==> src/rtl/cache_ctrl_pkg.sv <==
`default_nettype none

package cache_ctrl_pkg;

    // request opcode on the cpu port
    typedef enum logic {
        OP_FETCH = 1'b0,
        OP_INVAL = 1'b1
    } req_op_t;

    // main controller FSM
    typedef enum logic [1:0] {
        IDLE     = 2'd0,
        LOOKUP   = 2'd1,
        MISS_REQ = 2'd2,
        REFILL   = 2'd3
    } ctrl_state_t;

    // where the returned word comes from
    typedef enum logic [1:0] {
        SRC_BANK = 2'd0,
        SRC_FILL = 2'd1,
        SRC_NONE = 2'd2
    } resp_src_t;

endpackage

`default_nettype wire

==> src/rtl/cache_geom_pkg.sv <==
`default_nettype none

package cache_geom_pkg;

    // cache organisation
    localparam int NUM_WAYS       = 2;
    localparam int NUM_SETS       = 256;
    localparam int WORDS_PER_LINE = 4;

    // address split: tag | index | offset
    localparam int TAG_W      = 20;
    localparam int INDEX_W    = 8;
    localparam int OFFSET_W   = 4;
    localparam int WORD_SEL_W = $clog2(WORDS_PER_LINE);

    typedef logic [31:0]           addr_t;
    typedef logic [TAG_W-1:0]      tag_t;
    typedef logic [INDEX_W-1:0]    index_t;
    typedef logic [WORD_SEL_W-1:0] word_sel_t;
    typedef logic [31:0]           word_t;

    // one tag array entry
    typedef struct packed {
        logic valid;
        tag_t tag;
    } tagv_t;

endpackage

`default_nettype wire

==> src/rtl/cache_ifs.sv <==
`default_nettype none

// buffered request and ram index from the decode stage
interface lookup_if;
    logic                      accept;
    cache_ctrl_pkg::req_op_t   buf_op;
    cache_geom_pkg::tag_t      buf_tag;
    cache_geom_pkg::index_t    buf_index;
    cache_geom_pkg::word_sel_t buf_word;
    cache_geom_pkg::index_t    ram_index;
    logic                      ready;

    modport decode (output accept, buf_op, buf_tag, buf_index, buf_word, ram_index,
                    input  ready);
    modport lookup (input  accept, buf_op, buf_tag, buf_index, ram_index,
                    output ready);
    modport result (input  buf_word, ram_index);
endinterface


`default_nettype wire

==> src/rtl/req_decode.sv <==
`default_nettype none

module req_decode (
    input  logic                    clk,
    input  logic                    resetn,
    input  logic                    valid,
    input  cache_ctrl_pkg::req_op_t op,
    input  cache_geom_pkg::addr_t   addr,
    lookup_if.decode                lk
);

    cache_geom_pkg::tag_t      addr_tag;
    cache_geom_pkg::index_t    addr_index;
    cache_geom_pkg::word_sel_t addr_word;

    // address fields
    assign addr_tag   = addr[31 -: cache_geom_pkg::TAG_W];
    assign addr_index = addr[cache_geom_pkg::OFFSET_W +: cache_geom_pkg::INDEX_W];
    assign addr_word  = addr[cache_geom_pkg::OFFSET_W-1 -: cache_geom_pkg::WORD_SEL_W];

    assign lk.accept = valid && lk.ready;

    // new set goes to the rams as soon as it is accepted,
    // otherwise keep reading the set being resolved
    assign lk.ram_index = lk.accept ? addr_index : lk.buf_index;

    always_ff @(posedge clk)
    begin
        if (!resetn)
        begin
            lk.buf_op <= cache_ctrl_pkg::OP_FETCH;
        end
        else if (lk.accept)
        begin
            lk.buf_op <= op;
        end
    end

    // request payload
    always_ff @(posedge clk)
    begin
        if (lk.accept)
        begin
            lk.buf_tag   <= addr_tag;
            lk.buf_index <= addr_index;
            lk.buf_word  <= addr_word;
        end
    end

endmodule

`default_nettype wire

==> src/flat_wrapper.sv <==
// flat-port wrapper written by rule: the top's interface ports become plain ports
module req_decode_flat 
  (clk, resetn, valid, op, addr, lk_accept, lk_buf_op, lk_buf_tag, lk_buf_index, lk_buf_word, lk_ram_index, lk_ready);
  lookup_if lk_i ();
  input  logic clk;
  input  logic resetn;
  input  logic valid;
  input  cache_ctrl_pkg::req_op_t op;
  input  cache_geom_pkg::addr_t addr;
  output wire logic [$bits(lk_i.accept)-1:0] lk_accept;
  output wire logic [$bits(lk_i.buf_op)-1:0] lk_buf_op;
  output wire logic [$bits(lk_i.buf_tag)-1:0] lk_buf_tag;
  output wire logic [$bits(lk_i.buf_index)-1:0] lk_buf_index;
  output wire logic [$bits(lk_i.buf_word)-1:0] lk_buf_word;
  output wire logic [$bits(lk_i.ram_index)-1:0] lk_ram_index;
  input wire logic [$bits(lk_i.ready)-1:0] lk_ready;
  assign lk_accept = lk_i.accept;
  assign lk_buf_op = lk_i.buf_op;
  assign lk_buf_tag = lk_i.buf_tag;
  assign lk_buf_index = lk_i.buf_index;
  assign lk_buf_word = lk_i.buf_word;
  assign lk_ram_index = lk_i.ram_index;
  assign lk_i.ready = lk_ready;
  req_decode u_core (.clk(clk), .resetn(resetn), .valid(valid), .op(op), .addr(addr), .lk(lk_i));
endmodule
==> config.mk <==
export PLATFORM = sky130hd
export DESIGN_NAME = req_decode_flat
export DESIGN_NICKNAME = d
export VERILOG_FILES = /design/src/rtl/cache_ctrl_pkg.sv /design/src/rtl/cache_geom_pkg.sv /design/src/rtl/cache_ifs.sv /design/src/rtl/req_decode.sv /design/src/flat_wrapper.sv
export SDC_FILE = /design/constraint.sdc
export NUM_CORES = 1
export LEC_CHECK = 0
export BUFFER_PORTS_ARGS = -buffer_cell sky130_fd_sc_hd__clkbuf_2
export CORE_MARGIN = 3
export CORE_UTILIZATION = 30
export CTS_CLUSTER_SIZE = 20
export DETAILED_ROUTE_END_ITERATION = 6
export RECOVER_POWER = 50
export SLEW_MARGIN = 20
export SYNTH_ARGS = -nofsm -noshare
export SYNTH_HDL_FRONTEND = slang
export SYNTH_SLANG_ARGS = --single-unit
==> constraint.sdc <==
create_clock -name clk -period 1 [get_ports clk]
set_input_delay 0.05 -clock clk [delete_from_list [all_inputs] [get_ports clk]]
set_output_delay 0.05 -clock clk [all_outputs]
set_load 0.03 [all_outputs]
==> results.json, run 1 <==
{
  "outcome": "finished, violations left",
  "violations": "negative hold slack, negative setup slack",
  "synth_area_per_cell_um2": 21.8,
  "worst_ep_arrival_time_ps": 1060,
  "ys.warnings.count": 0,
  "slew_viol_final": 0,
  "most-common-layout-cells": "clkbuf_2, dlygate4sd3_1, edfxtp_1",
  "muxShareOfSynthArea": 0.0938,
  "crit_fanout": 2,
  "core_um2": 2900,
  "wirelength_um": 2480,
  "yosys.area_share.simple": 0.0221,
  "hold_slack_ps": -6.07,
  "synthCells": 44,
  "syn_nets": 81,
  "cts-buffers-inserted": 5,
  "synthAdderAreaFrac": 0,
  "place.gp.congestion": 0.648,
  "cts_tree": "built",
  "synth_cell_types": 8,
  "antenna_left": 0,
  "final_cell_area_um2": 1850,
  "clock_path_buffers": 2,
  "dieArea_um2": 3920,
  "setup_violations": 8,
  "routedWlPerCell_um": 12.7,
  "postCtsHoldBufs": 24,
  "first_iter_violations": 20,
  "cts_root_buf": "clkbuf_4",
  "placed_area_um2": 1420,
  "path_class": "reg2out",
  "yosys.area_share.xor_xnor": 0,
  "vias": 796,
  "n_fill_cell": 212,
  "cts-htree-levels": 2,
  "maxSlewHeadroom": 0.873,
  "finalHoldViolCount": 3,
  "slowest_stage": "dfxtp_2",
  "cp-start-kind": "register",
  "ys_seq_elements": 31,
  "fin_skew_ps": 0,
  "min_path_type": "in2reg",
  "area_delta_synth_final_pct": 92.2,
  "p_clk_frac": 0.205,
  "die_h_um": 62.6,
  "viasPerCell": 4.08,
  "clk_pin_slew_worst_paths_ps": 80,
  "worst_path_dominant_cell_family": "flip-flops",
  "endpoint_kind": "primary output",
  "path_cells": "mux2_4 > buf_8",
  "min_period_ps": 1110,
  "cpPeakStageDelay_ps": 340,
  "p_sw_uw": 924,
  "antenna_found_initial": 0,
  "period_share": 1.11,
  "fmax_ghz": 0.902,
  "max_cap_violations": 0,
  "grt_max_degree": 16,
  "grt_pass1_wl_um": 4200,
  "ys_seq_area_frac": 0.875,
  "seq_power_share": 0.500,
  "p_sw_frac": 0.299,
  "rows": 19,
  "p_leak_nw": 0.848,
  "firstDrtPassIters": 4,
  "multi_input_area_um2": 146,
  "io_buffers": 74,
  "netlist_area_um2": 961,
  "drc": 0,
  "synth_compound_gate_area_share": 0.00521,
  "cp_data_required_time_ps": 950,
  "nNetsFinal": 189,
  "overflow": 0,
  "die_w_um": 62.6,
  "layout-drive-gt1-share": 0.654,
  "initial_core_util": 0.331,
  "insertion_delay_ps": 300,
  "final_common_cell": "clkbuf_2",
  "cp_num_buf_inv": 1,
  "max-vdd-ir-drop_mv": 1.10,
  "finalWorstSetupSlack_ps": -108,
  "tightest_slew_ps": 190,
  "rsz0062_at_grt": "true",
  "io_pins": 77,
  "cts.sinks": 31,
  "dp_hpwl_um": 1570,
  "p_per_area_nw_per_um2": 1670,
  "p_int_mw": 2.17,
  "n_antenna_cell": 0,
  "area.sequential_um2": 851,
  "grt_pass1_vias": 889,
  "postLayoutCoreUtil": 0.637,
  "synth_top_family_by_area": "multiplexers",
  "track_usage": 0.137,
  "p_comb_frac": 0.295
}
synth_stat cells (all sizes together):
master,instances,share of area
dfxtp,9,0.19
edfxtp,22,0.69
inv,1,0.0039
mux2,8,0.094
nand2,2,0.016
nand4,1,0.0065
o21ai,1,0.0052
stage by stage:
| stage | hold slack (ps) | setup TNS, ps | std cells | total power [mW] | setup slack, ps |
|---|---|---|---|---|---|
| after CTS | -40.6 | -1030 | 195 | 3.07 | -133 |
| after global placement | 227 | 0 | 162 | 2.21 | 112 |
| after global routing | -34.3 | -1190 | 195 | 3.27 | -162 |
| final | -6.07 | -736 | 195 | 3.09 | -108 |
| after floorplan | 149 | 0 | 44 | 1.98 | 6.96 |
| after detailed placement | 229 | 0 | 162 | 2.22 | 101 |
metal layers:
layer  up-vias  global-route usage  wire length (um)
met2        62               0.230              1150
li1        383                   -                 -
met4         0              0.0331                 0
met3         0              0.0701               297
met5         -                   0                 0
met1       351               0.154              1030
cells by family (layout without fill, tap and decap cells):
family          after synthesis  after routing
simple gates                  3              3
mux                           8              8
compound gates                1              1
flops                        31             31
buf+inv                       1            110
worst paths after layout:
path                                                startpoint                        endpoint  slack, ps  cells after the start
worst max-delay path            u_core.lk.buf_index[6]$_DFF_P_                 lk_ram_index[6]       -110                      2
worst min-delay path                                   addr[9]  u_core.lk.buf_index[5]$_DFF_P_         -6                      2
worst max register to register  u_core.lk.buf_index[6]$_DFF_P_  u_core.lk.buf_index[6]$_DFF_P_        270                      1
worst min register to register   u_core.lk.buf_op$_SDFFE_PN0P_   u_core.lk.buf_op$_SDFFE_PN0P_        470                      2
sequential cells by signal (all words and copies together), names as in the netlist:
| register | count |
|---|---|
| u_core.lk.buf_tag | 20 |
| u_core.lk.buf_word | 2 |
| u_core.lk.buf_index | 8 |
| u_core.lk.buf_op | 1 |
cell type report:
cell class,count,share of cell area
flip-flops and latches,31,0.461
repair buffers,101,0.401
multi-input cells,12,0.0793
well taps,42,0.0285
clock buffers,6,0.0224
clock inverters,2,0.00407
inverters,1,0.00407
power groups by stage:
| stage | registers (mW) | logic (mW) | clock network (mW) |
|---|---|---|---|
| floorplan | 1.79 | 0.191 | 0 |
| global placement | 1.56 | 0.655 | 0 |
| detailed placement | 1.56 | 0.660 | 0 |
| CTS | 1.55 | 0.863 | 0.665 |
| global route | 1.56 | 0.959 | 0.747 |
| finish | 1.55 | 0.913 | 0.633 |
repair_timing:
action	in CTS	in global routing
buffers inserted	1	0
resized for setup	33	19
setup endpoints to repair	8	14
hold endpoints to repair	31	8
No activity file was read; power rests on OpenSTA's default activity.
==> run 2: changes to the inputs <==
CORE_MARGIN = default   (was 3)
GPL_ROUTABILITY_DRIVEN = 1   (was default)
==> run 2 against run 1 <==
Compared with the run above:
- count of clock-buffer cells in the layout fell by 1
- via count rose by 1.1%
- the run still ends with negative hold slack, negative setup slack left
- clock power rose by 48%
==> results.json, run 2 (same netlist as run 1, synthesis figures left out) <==
{
  "vias": 805,
  "crit_end": "lk_ram_index[1]",
  "tightest_slew_ps": 195,
  "finalPower_mw": 3.41,
  "ff2ff_path_depth": 1,
  "finalWorstSetupSlack_ps": -128,
  "postLayoutCoreUtil": 0.618,
  "track_usage": 0.155,
  "path_class": "reg2out",
  "die_h_um": 58.6,
  "fin_skew_ps": 0,
  "cp-start-kind": "register",
  "rr_startpoint": "u_core.lk.buf_index[1]$_DFF_P_",
  "io_pins": 77,
  "area_delta_synth_final_pct": 96.2,
  "nNetsFinal": 189,
  "initial_core_util": 0.315,
  "n_fill_cell": 245,
  "reg_top3": "u_core.lk.buf_tag x20, u_core.lk.buf_index x8, u_core.lk.buf_word x2",
  "final_common_cell": "clkbuf_2",
  "r2r-end": "u_core.lk.buf_index[1]$_DFF_P_",
  "core_um2": 3050,
  "slew_viol_final": 0,
  "most-common-layout-cells": "clkbuf_2, dlygate4sd3_1, edfxtp_1",
  "maxSlewHeadroom": 0.870,
  "overflow": 0,
  "cp_data_required_time_ps": 950,
  "antenna_left": 0,
  "rows": 20,
  "p_leak_nw": 0.864,
  "firstDrtPassIters": 4,
  "p_per_area_nw_per_um2": 1810,
  "drc": 0,
  "cts_root_buf": "clkbuf_4",
  "routedWlPerCell_um": 13.0,
  "final_cell_area_um2": 1890,
  "endpoint_kind": "primary output",
  "die_w_um": 58.6,
  "largest_reg_flops": 20,
  "antenna_found_initial": 0,
  "place.gp.congestion": 0.648,
  "min_path_type": "in2reg",
  "critPathLaunch": "u_core.lk.buf_index[1]$_DFF_P_",
  "first_iter_violations": 8,
  "outcome": "finished, violations left",
  "max-vdd-ir-drop_mv": 1.08,
  "worst_ep_arrival_time_ps": 1080,
  "wirelength_um": 2570,
  "grt_pass1_vias": 773,
  "largest_register": "u_core.lk.buf_tag",
  "crit_fanout": 2,
  "period_share": 1.13,
  "min_period_ps": 1130,
  "dieArea_um2": 3430,
  "n_antenna_cell": 0,
  "hold_slack_ps": -22.9,
  "cts.sinks": 31,
  "violations": "negative hold slack, negative setup slack",
  "r2r_slack_ps": 280,
  "placed_area_um2": 1410,
  "setup_violations": 8,
  "io_buffers": 74,
  "postCtsHoldBufs": 24,
  "fmax_ghz": 0.886,
  "finalHoldViolCount": 8,
  "insertion_delay_ps": 320,
  "rsz0062_at_grt": "true",
  "area.sequential_um2": 851,
  "viasPerCell": 4.09,
  "multi_input_area_um2": 146,
  "grt_pass1_wl_um": 3720,
  "cts-htree-levels": 2,
  "grt_max_degree": 25,
  "layout-drive-gt1-share": 0.660,
  "clk_pin_slew_worst_paths_ps": 100,
  "clock_path_buffers": 2,
  "cts_tree": "built",
  "max_cap_violations": 0,
  "cts-buffers-inserted": 5
}
run 2: changes by cell type in the layout (fill, tap and decap cells not counted), sizes merged:
cell,change
clkbuf,-2
bufinv,+1
buf,+1
run 2: routing by layer:
metal	routed length (um)	share of wire	GRT usage
met5	0	0	0
met4	17	0.0066	0.0612
met3	283	0.11	0.0747
met2	1340	0.52	0.274
met1	920	0.36	0.157
run 2: layout make-up:
cell class                 instances  share of cell area
tap                               44              0.0292
inverter                           1             0.00398
multi-input combinational         12              0.0776
sequential                        31               0.451
timing repair buffer             101               0.397
clock inverter                     3              0.0206
clock buffer                       5              0.0199
run 2: through the flow:
step | instances | setup slack, ps | hold slack [ps] | TNS [ps]
after floorplan | 44 | 6.96 | 149 | 0
after global placement | 163 | 95.3 | 228 | 0
after detailed placement | 163 | 72.4 | 229 | 0
after CTS | 196 | -150 | -52.1 | -1120
after global routing | 197 | -158 | -38.4 | -1210
final | 197 | -128 | -22.9 | -852
run 2: power breakdown:
group	internal [mW]	total, mW	switching (mW)
Combinational	0.419	0.925	0.506
Clock	0.514	0.938	0.423
Sequential	1.50	1.55	0.0452
run 2: timing repair:
action / CTS / global route
buffers inserted: 1 / 1
pin swaps: 0 / 0
resized for setup: 33 / 22
setup endpoints to repair: 8 / 14
endpoints found under the hold margin: 31 / 8
run 2: critical path: stages, from the launching register on:
cell and delay (ps):
dfxtp_2 340, mux2_4 280, buf_8 140
run 2: worst min-delay path by stage:
| stage | cells past startpoint | to | slack [ps] | start |
|---|---|---|---|---|
| global route | 2 | u_core.lk.buf_index[0]$_DFF_P_ | -40 | addr[4] |
| global placement | 1 | u_core.lk.buf_tag[2]$_DFFE_PP_ | 230 | addr[14] |
| floorplan | 0 | u_core.lk.buf_tag[0]$_DFFE_PP_ | 150 | addr[12] |
| detailed placement | 1 | u_core.lk.buf_tag[5]$_DFFE_PP_ | 230 | addr[17] |
| CTS | 2 | u_core.lk.buf_index[0]$_DFF_P_ | -50 | addr[4] |
| finish | 2 | u_core.lk.buf_index[0]$_DFF_P_ | -20 | addr[4] |
